## src/vlsu_pkg.sv

```systemverilog
//~~~~~~~~~~~~~~~~~~~~
// vector load/store unit shared definitions
// bank and beat geometry, request op and lmul codes,
// transfer fsm state codes, lmul to beat count helper
//~~~~~~~~~~~~~~~~~~~~

package vlsu_pkg;

    // bank geometry
    localparam int NUM_BANKS  = 4;
    localparam int BANK_W     = 32;
    // one beat is one word from every bank, same row
    localparam int BEAT_W     = NUM_BANKS * BANK_W;
    localparam int MAX_BEATS  = 4;
    localparam int VGRP_W     = MAX_BEATS * BEAT_W;
    localparam int BEAT_IDX_W = 2;
    localparam int ADDR_W     = 10;

    // request op, one bit
    localparam logic OP_LOAD  = 1'b0;
    localparam logic OP_STORE = 1'b1;

    // lmul codes, 2'd3 is reserved and treated as lmul 1
    localparam int   LMUL_W = 2;
    localparam logic [LMUL_W-1:0] LMUL_1 = 2'd0;
    localparam logic [LMUL_W-1:0] LMUL_2 = 2'd1;
    localparam logic [LMUL_W-1:0] LMUL_4 = 2'd2;

    // transfer fsm states
    localparam int   ST_W = 2;
    localparam logic [ST_W-1:0] ST_IDLE  = 2'd0;
    localparam logic [ST_W-1:0] ST_ISSUE = 2'd1;
    localparam logic [ST_W-1:0] ST_DRAIN = 2'd2;
    localparam logic [ST_W-1:0] ST_RESP  = 2'd3;

    // number of 128-bit beats in a register group
    function automatic logic [BEAT_IDX_W:0] lmul_beats(input logic [LMUL_W-1:0] lmul);
        case (lmul)
            LMUL_2:  lmul_beats = 3'd2;
            LMUL_4:  lmul_beats = MAX_BEATS[BEAT_IDX_W:0];
            // LMUL_1 and the reserved code
            default: lmul_beats = 3'd1;
        endcase
    endfunction

endpackage
```

## src/lsu_ctrl_if.sv

```systemverilog
//~~~~~~~~~~~~~~~~~~~~
// control bundle from the fsm and beat counter
// to the store and load datapaths
//~~~~~~~~~~~~~~~~~~~~

`timescale 1ns/1ps

interface lsu_ctrl_if import vlsu_pkg::*; ();

    // accept cycle of a new request
    logic                  start;
    // one beat goes out to the banks this cycle
    logic                  issue;
    // op of the transfer in flight
    logic                  is_store;
    // beat number, 0 in the first issue cycle
    logic [BEAT_IDX_W-1:0] beat_idx;
    // beat_idx points at the final beat
    logic                  last_beat;

    modport fsm (
        output start,
        output issue,
        output is_store,
        input  last_beat
    );

    modport counter (
        input  start,
        input  issue,
        output beat_idx,
        output last_beat
    );

    // both datapaths only listen
    modport store (input start, input issue, input is_store, input beat_idx);

    modport load (input start, input issue, input is_store, input beat_idx);

endinterface

```

## src/vlsu_top.sv

```systemverilog
//~~~~~~~~~~~~~~~~~~~~
// vector load/store data unit top level
// plain request, response and bank ports
//~~~~~~~~~~~~~~~~~~~~

`timescale 1ns/1ps

module vlsu_top import vlsu_pkg::*; (
    input  logic              clk,
    input  logic              nrst,
    // request
    input  logic              req_valid,
    output logic              req_ready,
    input  logic              req_op,
    input  logic [LMUL_W-1:0] req_lmul,
    input  logic [ADDR_W-1:0] req_addr,
    input  logic [VGRP_W-1:0] req_wdata,
    // response
    output logic              rsp_valid,
    input  logic              rsp_ready,
    output logic [VGRP_W-1:0] rsp_rdata,
    // bank port, one row for all banks
    output logic              mem_en,
    output logic              mem_we,
    output logic [ADDR_W-1:0] mem_addr,
    output logic [BANK_W-1:0] mem_wdata0,
    output logic [BANK_W-1:0] mem_wdata1,
    output logic [BANK_W-1:0] mem_wdata2,
    output logic [BANK_W-1:0] mem_wdata3,
    input  logic [BANK_W-1:0] mem_rdata0,
    input  logic [BANK_W-1:0] mem_rdata1,
    input  logic [BANK_W-1:0] mem_rdata2,
    input  logic [BANK_W-1:0] mem_rdata3
);

    lsu_ctrl_if ctrl_if ();

    vlsu_fsm vlsu_fsm_inst (
        .clk       (clk),
        .nrst      (nrst),
        .req_valid (req_valid),
        .req_op    (req_op),
        .req_ready (req_ready),
        .rsp_valid (rsp_valid),
        .rsp_ready (rsp_ready),
        .mem_en    (mem_en),
        .ctrl      (ctrl_if.fsm)
    );

    vlsu_beat_counter vlsu_beat_counter_inst (
        .clk      (clk),
        .nrst     (nrst),
        .req_lmul (req_lmul),
        .req_addr (req_addr),
        .mem_addr (mem_addr),
        .ctrl     (ctrl_if.counter)
    );

    vlsu_store_path vlsu_store_path_inst (
        .clk        (clk),
        .nrst       (nrst),
        .req_wdata  (req_wdata),
        .mem_we     (mem_we),
        .mem_wdata0 (mem_wdata0),
        .mem_wdata1 (mem_wdata1),
        .mem_wdata2 (mem_wdata2),
        .mem_wdata3 (mem_wdata3),
        .ctrl       (ctrl_if.store)
    );

    vlsu_load_path vlsu_load_path_inst (
        .clk        (clk),
        .nrst       (nrst),
        .mem_rdata0 (mem_rdata0),
        .mem_rdata1 (mem_rdata1),
        .mem_rdata2 (mem_rdata2),
        .mem_rdata3 (mem_rdata3),
        .rsp_rdata  (rsp_rdata),
        .ctrl       (ctrl_if.load)
    );

endmodule

```

## src/vlsu_load_path.sv

```systemverilog
//~~~~~~~~~~~~~~~~~~~~
// load datapath
// bank read words collected into the 512-bit result
//~~~~~~~~~~~~~~~~~~~~

`timescale 1ns/1ps

module vlsu_load_path import vlsu_pkg::*; (
    input  logic              clk,
    input  logic              nrst,
    input  logic [BANK_W-1:0] mem_rdata0,
    input  logic [BANK_W-1:0] mem_rdata1,
    input  logic [BANK_W-1:0] mem_rdata2,
    input  logic [BANK_W-1:0] mem_rdata3,
    output logic [VGRP_W-1:0] rsp_rdata,
    lsu_ctrl_if.load          ctrl
);

    // read data trails the read issue by one cycle
    logic                  cap_vld;
    logic [BEAT_IDX_W-1:0] cap_idx;
    logic [VGRP_W-1:0]     result;
    logic [BEAT_W-1:0]     rd_beat;

    always_ff @(posedge clk) begin
        if (!nrst) begin
            cap_vld <= 1'b0;
        end else begin
            // only loads fill the result
            cap_vld <= ctrl.issue && !ctrl.is_store;
        end
    end

    always_ff @(posedge clk) begin
        cap_idx <= ctrl.beat_idx;
    end

    // bank 0 in the low word
    assign rd_beat = {mem_rdata3, mem_rdata2, mem_rdata1, mem_rdata0};

    // cleared on accept, so slots above the last beat read as zero
    always_ff @(posedge clk) begin
        if (ctrl.start) begin
            result <= '0;
        end else if (cap_vld) begin
            result[cap_idx*BEAT_W +: BEAT_W] <= rd_beat;
        end
    end

    // untouched until the next accept, stable while the response waits
    assign rsp_rdata = result;

endmodule

```

## src/vlsu_store_path.sv

```systemverilog
//~~~~~~~~~~~~~~~~~~~~
// store datapath
// register group slicing into bank write words
//~~~~~~~~~~~~~~~~~~~~

`timescale 1ns/1ps

module vlsu_store_path import vlsu_pkg::*; (
    input  logic              clk,
    input  logic              nrst,
    input  logic [VGRP_W-1:0] req_wdata,
    output logic              mem_we,
    output logic [BANK_W-1:0] mem_wdata0,
    output logic [BANK_W-1:0] mem_wdata1,
    output logic [BANK_W-1:0] mem_wdata2,
    output logic [BANK_W-1:0] mem_wdata3,
    lsu_ctrl_if.store         ctrl
);

    // held copy of the register group
    logic [VGRP_W-1:0] wdata_q;
    logic [BEAT_W-1:0] beat_data;

    always_ff @(posedge clk) begin
        if (ctrl.start) begin
            wdata_q <= req_wdata;
        end
    end

    // current beat, beat k is bits 128k up
    assign beat_data = wdata_q[ctrl.beat_idx*BEAT_W +: BEAT_W];

    // bank b takes word b of the beat
    assign mem_wdata0 = beat_data[0*BANK_W +: BANK_W];
    assign mem_wdata1 = beat_data[1*BANK_W +: BANK_W];
    assign mem_wdata2 = beat_data[2*BANK_W +: BANK_W];
    assign mem_wdata3 = beat_data[3*BANK_W +: BANK_W];

    // write strobe in the same cycle as the beat
    assign mem_we = ctrl.issue && ctrl.is_store;

    // a bank write always carries a defined beat of the latched group
    a_we_data_known: assert property (
        @(posedge clk) disable iff (!nrst)
        mem_we |-> !$isunknown(beat_data)
    );

endmodule

```

## src/vlsu_beat_counter.sv

```systemverilog
//~~~~~~~~~~~~~~~~~~~~
// beat counter and bank row address generator
//~~~~~~~~~~~~~~~~~~~~

`timescale 1ns/1ps

module vlsu_beat_counter import vlsu_pkg::*; (
    input  logic              clk,
    input  logic              nrst,
    input  logic [LMUL_W-1:0] req_lmul,
    input  logic [ADDR_W-1:0] req_addr,
    output logic [ADDR_W-1:0] mem_addr,
    lsu_ctrl_if.counter       ctrl
);

    // base row of the transfer
    logic [ADDR_W-1:0]     base_addr;
    // beats in this transfer, 1, 2 or 4
    logic [BEAT_IDX_W:0]   beat_cnt;
    logic [BEAT_IDX_W-1:0] beat_idx;

    always_ff @(posedge clk) begin
        if (!nrst) begin
            beat_idx <= '0;
            beat_cnt <= 3'd1;
        end else if (ctrl.start) begin
            beat_idx <= '0;
            beat_cnt <= lmul_beats(req_lmul);
        end else if (ctrl.issue) begin
            // wraps to 0 after the fourth beat, ready for the next request
            beat_idx <= beat_idx + 1'b1;
        end
    end

    // base row is payload, only loaded on accept
    always_ff @(posedge clk) begin
        if (ctrl.start) begin
            base_addr <= req_addr;
        end
    end

    assign ctrl.beat_idx  = beat_idx;
    assign ctrl.last_beat = ({1'b0, beat_idx} == (beat_cnt - 1'b1));

    // beat k reads or writes row base + k in every bank
    assign mem_addr = base_addr + ADDR_W'(beat_idx);

    // the fsm leaves issue on last_beat, so the index stays inside the group
    a_beat_range: assert property (
        @(posedge clk) disable iff (!nrst)
        ctrl.issue |-> ({1'b0, beat_idx} < beat_cnt)
    );

endmodule

```

## src/vlsu_fsm.sv

```systemverilog
//~~~~~~~~~~~~~~~~~~~~
// transfer state machine
// request and response valid/ready handshake,
// bank enable and beat issue control
//~~~~~~~~~~~~~~~~~~~~

`timescale 1ns/1ps

module vlsu_fsm import vlsu_pkg::*; (
    input  logic       clk,
    input  logic       nrst,
    input  logic       req_valid,
    input  logic       req_op,
    output logic       req_ready,
    output logic       rsp_valid,
    input  logic       rsp_ready,
    output logic       mem_en,
    lsu_ctrl_if.fsm    ctrl
);

    logic [ST_W-1:0] state;
    logic [ST_W-1:0] state_nxt;
    logic            is_store_q;

    // one request at a time, the bank port is ours for the whole transfer
    assign req_ready = (state == ST_IDLE);
    assign ctrl.start = req_valid && req_ready;

    // every issue cycle is one bank access
    assign ctrl.issue = (state == ST_ISSUE);
    assign mem_en     = ctrl.issue;

    // response is held in its own state, so valid stays up under back-pressure
    assign rsp_valid = (state == ST_RESP);

    assign ctrl.is_store = is_store_q;

    always_comb begin
        state_nxt = state;
        case (state)
            ST_IDLE: begin
                if (ctrl.start) begin
                    state_nxt = ST_ISSUE;
                end
            end
            ST_ISSUE: begin
                // beat counter flags the final beat
                if (ctrl.last_beat) begin
                    state_nxt = ST_DRAIN;
                end
            end
            ST_DRAIN: begin
                // last read word lands this cycle
                state_nxt = ST_RESP;
            end
            ST_RESP: begin
                if (rsp_ready) begin
                    state_nxt = ST_IDLE;
                end
            end
            default: state_nxt = ST_IDLE;
        endcase
    end

    always_ff @(posedge clk) begin
        if (!nrst) begin
            state      <= ST_IDLE;
            is_store_q <= 1'b0;
        end else begin
            state <= state_nxt;
            // op is held until the next accept
            if (ctrl.start) begin
                is_store_q <= (req_op == OP_STORE);
            end
        end
    end

    // a pending response is never withdrawn
    a_rsp_hold: assert property (
        @(posedge clk) disable iff (!nrst)
        (rsp_valid && !rsp_ready) |=> rsp_valid
    );

endmodule

```

## config.mk

```make
export PLATFORM = sky130hd
export DESIGN_NAME = vlsu_top
export DESIGN_NICKNAME = d
export VERILOG_FILES = /design/src/vlsu_pkg.sv /design/src/lsu_ctrl_if.sv /design/src/vlsu_top.sv /design/src/vlsu_load_path.sv /design/src/vlsu_store_path.sv /design/src/vlsu_beat_counter.sv /design/src/vlsu_fsm.sv
export SDC_FILE = /design/constraint.sdc
export NUM_CORES = 1
export LEC_CHECK = 0
export ABC_AREA = 1
export BUFFER_PORTS_ARGS = -buffer_cell sky130_fd_sc_hd__buf_2
export CORE_AREA = 2 2 504 506
export DETAILED_ROUTE_END_ITERATION = 12
export DIE_AREA = 0 0 506 508
export GPL_TIMING_DRIVEN = 0
export SLEW_MARGIN = 20
export SYNTH_ARGS = -nofsm -noshare
export SYNTH_HDL_FRONTEND = slang
export SYNTH_SLANG_ARGS = --single-unit
```

## constraint.sdc

```tcl
create_clock -name clk -period 7.3 [get_ports clk]
set_input_delay 0.365 -clock clk [delete_from_list [all_inputs] [get_ports clk]]
set_output_delay 0.365 -clock clk [all_outputs]
set_load 0.005 [all_outputs]
```

==> results of run 1 <==
[cells by family (layout without fill, tap and decap cells)]
logic type	Yosys count	count (layout)
simple gates	1305	1305
other cells	0	23
compound gates	907	907
fa+ha+maj	16	16
xor+xnor	7	7
buf+inv	402	2601
flops	1045	1045
[registers in the layout, summed over array words and instances (netlist names)]
name and flops:
vlsu_store_path_inst.wdata_q 512, vlsu_beat_counter_inst.ctrl.beat_idx 2, vlsu_fsm_inst.state 2, vlsu_beat_counter_inst.base_addr 10, vlsu_fsm_inst.ctrl.is_store 1, vlsu_beat_counter_inst.beat_cnt 3, vlsu_load_path_inst.rsp_rdata 512, vlsu_load_path_inst.cap_idx 2
vlsu_load_path_inst.cap_vld 1
[per-layer routing]
metal,routed length (um),GRT usage,vias up,share of wire
li1,-,-,17500,-
met1,92800,0.206,19500,0.36
met2,126000,0.333,2530,0.49
met3,20400,0.0459,673,0.079
met4,19100,0.124,16,0.074
met5,102,0,-,0.00039
[power by group]
group / leakage [nW] / total [mW] / switching [mW] / internal (mW)
Combinational: 12.8 / 5.21 / 3.78 / 1.43
Clock: 2.03 / 6.44 / 2.76 / 3.68
Sequential: 9.15 / 7.63 / 0.424 / 7.20
Total: 24.0 / 19.3 / 6.97 / 12.3
[final cells by class]
class | count | area [um^2] | area share
diodes | 23 | 57.6 | 0.000948
plain buffers | 344 | 1550 | 0.0256
clock buffers | 155 | 3310 | 0.0545
clock inverters | 68 | 852 | 0.0140
inverters | 58 | 218 | 0.00358
multi-input cells | 2235 | 11100 | 0.182
flip-flops and latches | 1045 | 26100 | 0.431
well taps | 3366 | 4210 | 0.0693
repair buffers | 1976 | 13300 | 0.219
[cells in the final DEF (no fill, tap or decap), types with 2 or more instances in the layout]
cell type and count:
nor2_1 365, clkinvlp_4 3, clkbuf_16 122, clkinv_4 10, buf_6 4, edfxtp_1 522, a21oi_1 456, inv_1 52
o21ai_0 255, clkbuf_2 7, o21ai_1 3, nor3_1 3, ha_1 15, dlygate4sd3_1 658, nand4_1 351, o22ai_1 129
nand2_1 478, clkbuf_8 13, buf_16 5, inv_2 6, xnor2_1 3, inv_6 5, clkinv_16 4, buf_12 2
xor2_1 4, clkinv_2 17, buf_2 1471, bufinv_16 13, buf_4 4, buf_1 36, diode_2 23, dfxtp_1 522
clkinv_1 11, a22oi_1 62, nand3_1 105, clkbuf_1 152, inv_8 4
[final timing paths]
check | slack, ns | endpoint | startpoint
worst max-delay path | 2.43 | vlsu_store_path_inst.wdata_q[318] | vlsu_fsm_inst.state[0]
worst min-delay path | 0.07 | vlsu_load_path_inst.rsp_rdata[119] | mem_rdata3[23]
worst max register to register | 2.43 | vlsu_store_path_inst.wdata_q[318] | vlsu_fsm_inst.state[0]
worst min register to register | 0.46 | vlsu_load_path_inst.rsp_rdata[328] | vlsu_load_path_inst.rsp_rdata[328]
[through the flow]
stage / area (um^2) / power, mW
finish: 60700 / 19.3
global route: 60700 / 19.9
CTS: 60700 / 19.4
detailed placement: 49900 / 12.6
global placement: 49700 / 12.7
floorplan: 39000 / 9.68
[worst max-delay path: stages, from the launching register on]
cell,delay (ns)
dfxtp_1,0.33
inv_1,0.11
ha_1,0.20
nand2_1,0.14
inv_2,0.13
buf_2,0.55
buf_2,0.43
buf_8,0.39
buf_16,0.43
buf_16,0.31
buf_16,0.41
buf_16,0.42
==> flow_summary_export.csv, run 1 <==
group,metric,value,unit
logic_synthesis,ys_seq_elements,1045,
clock_network,htreeDepth,3,
routing,antenna_left,0,
timing,slew_headroom,0.242,
timing,finalSetupViolations,0,
worst_setup_path,cp-start-kind,"flip-flop",
timing,slew_viol_final,0,
logic_synthesis,synthXorXnorAreaFrac,0.00157,
clock_network,ctsHoldBuffers,658,
place,dpl_worst_slack,2.29,ns
floorplanning,ios,1311,
logic_synthesis,netlist.area_leader.share,0.402,
clock_network,ctsResizeCount,0,
clock_network,clkTransAtPathRegs,0.06,ns
logic_synthesis,synth_ff_type,"dfxtp_1",
routing,drc,0,
min_path,hold_depth,3,
clock_network,cts_buffers,119,
logic_synthesis,synth_edf_count,522,
floorplanning,die_area,0.257,mm^2
global_route,grt_pass1_vias,39500,
worst_setup_path,worstPathRequired,7.70,ns
worst_setup_path,crit_fanout,102,
timing,clock_skew,0.0794,ns
logic_synthesis,yosys.area_share.simple,0.152,
timing,worst_pin_slew,1.14,ns
floorplanning,core,0.252,mm^2
logic_synthesis,synth_fp_nets,4355,
timing,timing.hold.ws,0.0725,ns
place,io_buffers,1310,
logic_synthesis,synth_compound_area_frac,0.125,
floorplanning,fp.dieH,508,um
timing,period_share,0.667,
finish,finalNetCount,6452,
logic_synthesis,postSynthAreaPerCell,10.6,um^2
logic_synthesis,synthMuxAreaShare,0,
place,gp_congestion,0.950,
timing,rsz0062_at_grt,"no",
logic_synthesis,synth_cell_type_count,27,
logic_synthesis,synth_fa_ha_area_frac,0.00533,
worst_setup_path,reg2regPathDepth,11,
clock_network,ctsLongestPathBuffers,3,
power_and_ir_drop,p_leak,24.0,nW
clock_network,worstSkewPairLatency,0.79,ns
floorplanning,initial_core_util,0.154,
global_route,grt_max_degree,108,
clock_network,cts_sinks,1045,
global_route,gr-usage-all-layers,0.191,
logic_synthesis,netlist.top_cell.by_area,"edfxtp_1",
logic_synthesis,postSynth.asyncResetShare,0,
routing,drt-total-wl,258,mm
finish,utilization,0.241,
place,dp_cells,8366,
global_route,grt_pass1_wl,336,mm
worst_setup_path,critPathKind,"reg2reg",
logic_synthesis,synth_common_cells,"dfxtp_1, edfxtp_1, nand2_1, a21oi_1, nor2_1",
clock_network,cts_setup_buffers,0,
finish,syn2layout_area_growth,55.9,%
logic_synthesis,netlist_instances,3682,
routing,wl_per_cell,27.9,um
logic_synthesis,ys_warn_count,0,
logic_synthesis,yosysMostFrequentCell,"dfxtp_1",
routing,first_pass_iters,6,
timing,clock.fmax,205,MHz
routing,drtIter0Drc,3609,
logic_synthesis,yosys-top-cells-area,"edfxtp_1, dfxtp_1, a21oi_1",
worst_setup_path,arrival,5.27,ns
floorplanning,num_rows,185,
power_and_ir_drop,ir_drop,244,uV
power_and_ir_drop,cellPowerDensity,317,mW/mm^2
routing,via_per_inst,4.34,
global_route,antenna_found_initial,67,
logic_synthesis,synth_top_family_by_area,"simple AND/OR/NAND/NOR gates",
global_route,grt-ovfl-total,0,
timing,finalHoldViolCount,0,
place,hpwl,204,mm
logic_synthesis,syn_area,0.0390,mm^2
clock_network,cts_tree,"done",
outcome,outcome,"completed",
routing,num_vias,40200,
clock_network,clockRootBuffer,"clkbuf_16",
worst_setup_path,endpoint_kind,"flip-flop",
finish,nFillCells,26900,
timing,min_period,4.87,ns
finish,fin_cells,9270,
logic_synthesis,yosysSeqAreaShare,0.671,
finish,drive_gt1_frac,0.288,
floorplanning,fp.dieW,506,um
timing,fin_tns_setup,0,ns
flow_run,maxCapViolations,0,
timing,layout_setup_ws,2.43,ns
min_path,min_path_type,"in2reg",
(Power assumes the default switching activity.)
==> inputs of run 2 (changes only) <==
- ABC_AREA: 1 -> 0
- CORE_AREA: 2 2 504 506 -> 2 2 507 509
- DIE_AREA: 0 0 506 508 -> 0 0 509 511
- clock period: 7.3 -> 4.9 ns (I/O delays scaled with it)
==> run 2 against run 1 <==
Compared with the run above:
- sequential cell count stayed put
- critical path depth is 6 lower
- via count is 20% lower
==> flow_summary_export.csv, run 2 <==
group,metric,value,unit
min_path,min_path_type,"in2reg",
place,io_buffers,1309,
power_and_ir_drop,p_int,18.5,mW
worst_setup_path,cp_common_cell,"buf_2",
logic_synthesis,netlist_instances,2482,
logic_synthesis,ys_seq_elements,1045,
global_route,grt_pass1_wl,295,mm
clock_network,clkTransAtPathRegs,0.07,ns
logic_synthesis,synth_ff_type,"dfxtp_1",
timing,min_period,4.10,ns
logic_synthesis,netlist.top_cell.by_area,"edfxtp_1",
logic_synthesis,ys_warn_count,0,
clock_network,ctsResizeCount,0,
worst_setup_path,arrival,3.85,ns
timing,period_share,0.837,
global_route,grt_max_degree,148,
timing,finalSetupViolations,0,
routing,drt-total-wl,229,mm
clock_network,worstSkewPairLatency,0.78,ns
floorplanning,initial_core_util,0.143,
power_and_ir_drop,swShare,0.325,
clock_network,cts_tree,"done",
finish,layout_commonest_cell,"buf_2",
timing,clock_skew,0.0611,ns
floorplanning,num_rows,186,
timing,timing.hold.ws,0.0899,ns
power_and_ir_drop,seq_power_share,0.426,
power_and_ir_drop,cellPowerDensity,470,mW/mm^2
clock_network,cts_buffers,119,
logic_synthesis,synth_common_cells,"dfxtp_1, edfxtp_1, nor2_1, a22oi_1, mux4_2",
global_route,gr-usage-all-layers,0.169,
worst_setup_path,cp_cell_sequence,"clkbuf_1 > buf_2 > buf_4 > mux4_2 > buf_2",
finish,syn2layout_area_growth,59.2,%
worst_setup_path,worstPathRequired,4.66,ns
timing,slew_headroom,0.216,
clock_network,ctsHoldBuffers,653,
routing,num_vias,32200,
logic_synthesis,postSynth.asyncResetShare,0,
clock_network,ctsLongestPathBuffers,3,
logic_synthesis,yosysMostFrequentCell,"dfxtp_1",
worst_setup_path,endpoint_kind,"output pin",
clock_network,cts_setup_buffers,0,
power_and_ir_drop,p_leak,23.3,nW
finish,final_cell_mix,"buf_2, dlygate4sd3_1, edfxtp_1, dfxtp_1, nor2_1",
worst_setup_path,crit_fanout,11,
power_and_ir_drop,ir_drop,323,uV
logic_synthesis,synth_cell_type_count,35,
timing,clock.fmax,244,MHz
clock_network,cts_sinks,1045,
timing,rsz0062_at_grt,"no",
floorplanning,core,0.255,mm^2
worst_setup_path,cp-start-kind,"flip-flop",
logic_synthesis,yosys-top-cells-area,"edfxtp_1, dfxtp_1, a22oi_1",
finish,drive_gt1_frac,0.369,
routing,drtIter0Drc,2701,
worst_setup_path,cp_slowest_cell,"dfxtp_1",
power_and_ir_drop,clockPowerShare,0.343,
logic_synthesis,syn_area,0.0366,mm^2
logic_synthesis,yosysSeqAreaShare,0.714,
worst_setup_path,slowest_delay,0.69,ns
clock_network,htreeDepth,3,
worst_setup_path,critPathKind,"reg2out",
power_and_ir_drop,comb_power_share,0.230,
place,hpwl,183,mm
timing,finalHoldViolCount,0,
timing,worst_pin_slew,1.18,ns
global_route,grt_pass1_vias,32200,
logic_synthesis,synth_fp_nets,3155,
global_route,antenna_found_initial,105,
clock_network,clockRootBuffer,"clkbuf_16",
worst_setup_path,r2r_slack,1.31,ns
routing,drc,0,
floorplanning,die_area,0.260,mm^2
routing,wl_per_cell,28.4,um
power_and_ir_drop,p_sw,8.89,mW
timing,slew_viol_final,0,
finish,finalNetCount,5244,
logic_synthesis,netlist.area_leader.share,0.428,
finish,utilization,0.228,
routing,via_per_inst,3.98,
logic_synthesis,synth_edf_count,522,
place,gp_congestion,0.965,
global_route,grt-ovfl-total,0,
outcome,outcome,"completed",
floorplanning,ios,1311,
power_and_ir_drop,total_power,27.4,mW
routing,first_pass_iters,7,
routing,antenna_left,0,
floorplanning,fp.dieW,509,um
logic_synthesis,postSynthAreaPerCell,14.7,um^2
flow_run,maxCapViolations,0,
floorplanning,fp.dieH,511,um
==> run 2: cell types whose count changed after synthesis, sizes merged, moves of 128 or more <==
cell   before  now
nand2     479   20
a21oi     456    0
mux4        0  128
a22oi      62  512
buf       205   75
o22ai     129    0
nor2      366  514
o21ai     259    1
nand4     351    1
==> run 2: per-layer routing <==
layer	vias to the layer above	part of all wire	global-route usage
li1	13700	-	-
met1	16100	0.38	0.193
met2	1985	0.47	0.279
met3	457	0.096	0.0571
met4	28	0.055	0.0829
met5	-	0.00085	0
==> run 2: power by group through the flow <==
| stage | Combinational [mW] | Clock, mW | Sequential, mW |
|---|---|---|---|
| finish | 6.31 | 9.39 | 11.7 |
| global route | 6.74 | 9.94 | 11.7 |
| CTS | 6.41 | 9.65 | 11.7 |
| detailed placement | 5.89 | 0 | 11.8 |
| global placement | 5.73 | 0 | 12.0 |
| floorplan | 2.64 | 0 | 11.5 |
==> run 2: worst max-delay path: cells and delay by family (launching register included) <==
| family | cells | cell delay (ns) |
|---|---|---|
| DFF | 1 | 0.69 |
| muxes | 1 | 0.64 |
| buffers and inverters | 4 | 1.72 |
==> run 2: kinds of logic after synthesis <==
family / synth area share
flip-flops: 0.714
XOR/XNOR: 0.00311
AO/OA/AOI/OAI: 0.107
AND/OR/NAND/NOR: 0.0576
buffers and inverters: 0.0330
adder cells (fa/ha/maj): 0.00568
multiplexers: 0.0793
==> run 2: final timing paths <==
check / from / endpoint / depth (start not counted)
max: vlsu_beat_counter_inst.ctrl.beat_idx[0] / mem_wdata1[28] / 5
min: mem_rdata0[18] / vlsu_load_path_inst.rsp_rdata[402] / 3
max reg2reg: vlsu_fsm_inst.state[0] / vlsu_store_path_inst.wdata_q[398] / 8
min reg2reg: vlsu_beat_counter_inst.beat_cnt[1] / vlsu_beat_counter_inst.beat_cnt[1] / 2
==> run 2: cell type report <==
class | count | area [um^2]
fillers | 27000 | 197000
flip-flops and latches | 1045 | 26100
repair buffers | 1968 | 13200
multi-input cells | 1227 | 9240
well taps | 3384 | 4230
clock buffers | 154 | 3240
plain buffers | 199 | 1200
clock inverters | 66 | 813
diodes | 38 | 95.1
inverters | 11 | 41.3
==> run 2: metrics by stage <==
stage / setup slack, ns / instances / setup TNS (ns) / cell area, um^2
after floorplan: 1.27 / 2482 / 0 / 36600
after global placement: -0.409 / 7175 / -153.26 / 47400
after detailed placement: 1.11 / 7181 / 0 / 47600
after CTS: 0.406 / 8054 / 0 / 58200
after global routing: 0.463 / 8076 / 0 / 58200
final: 0.800 / 8092 / 0 / 58300
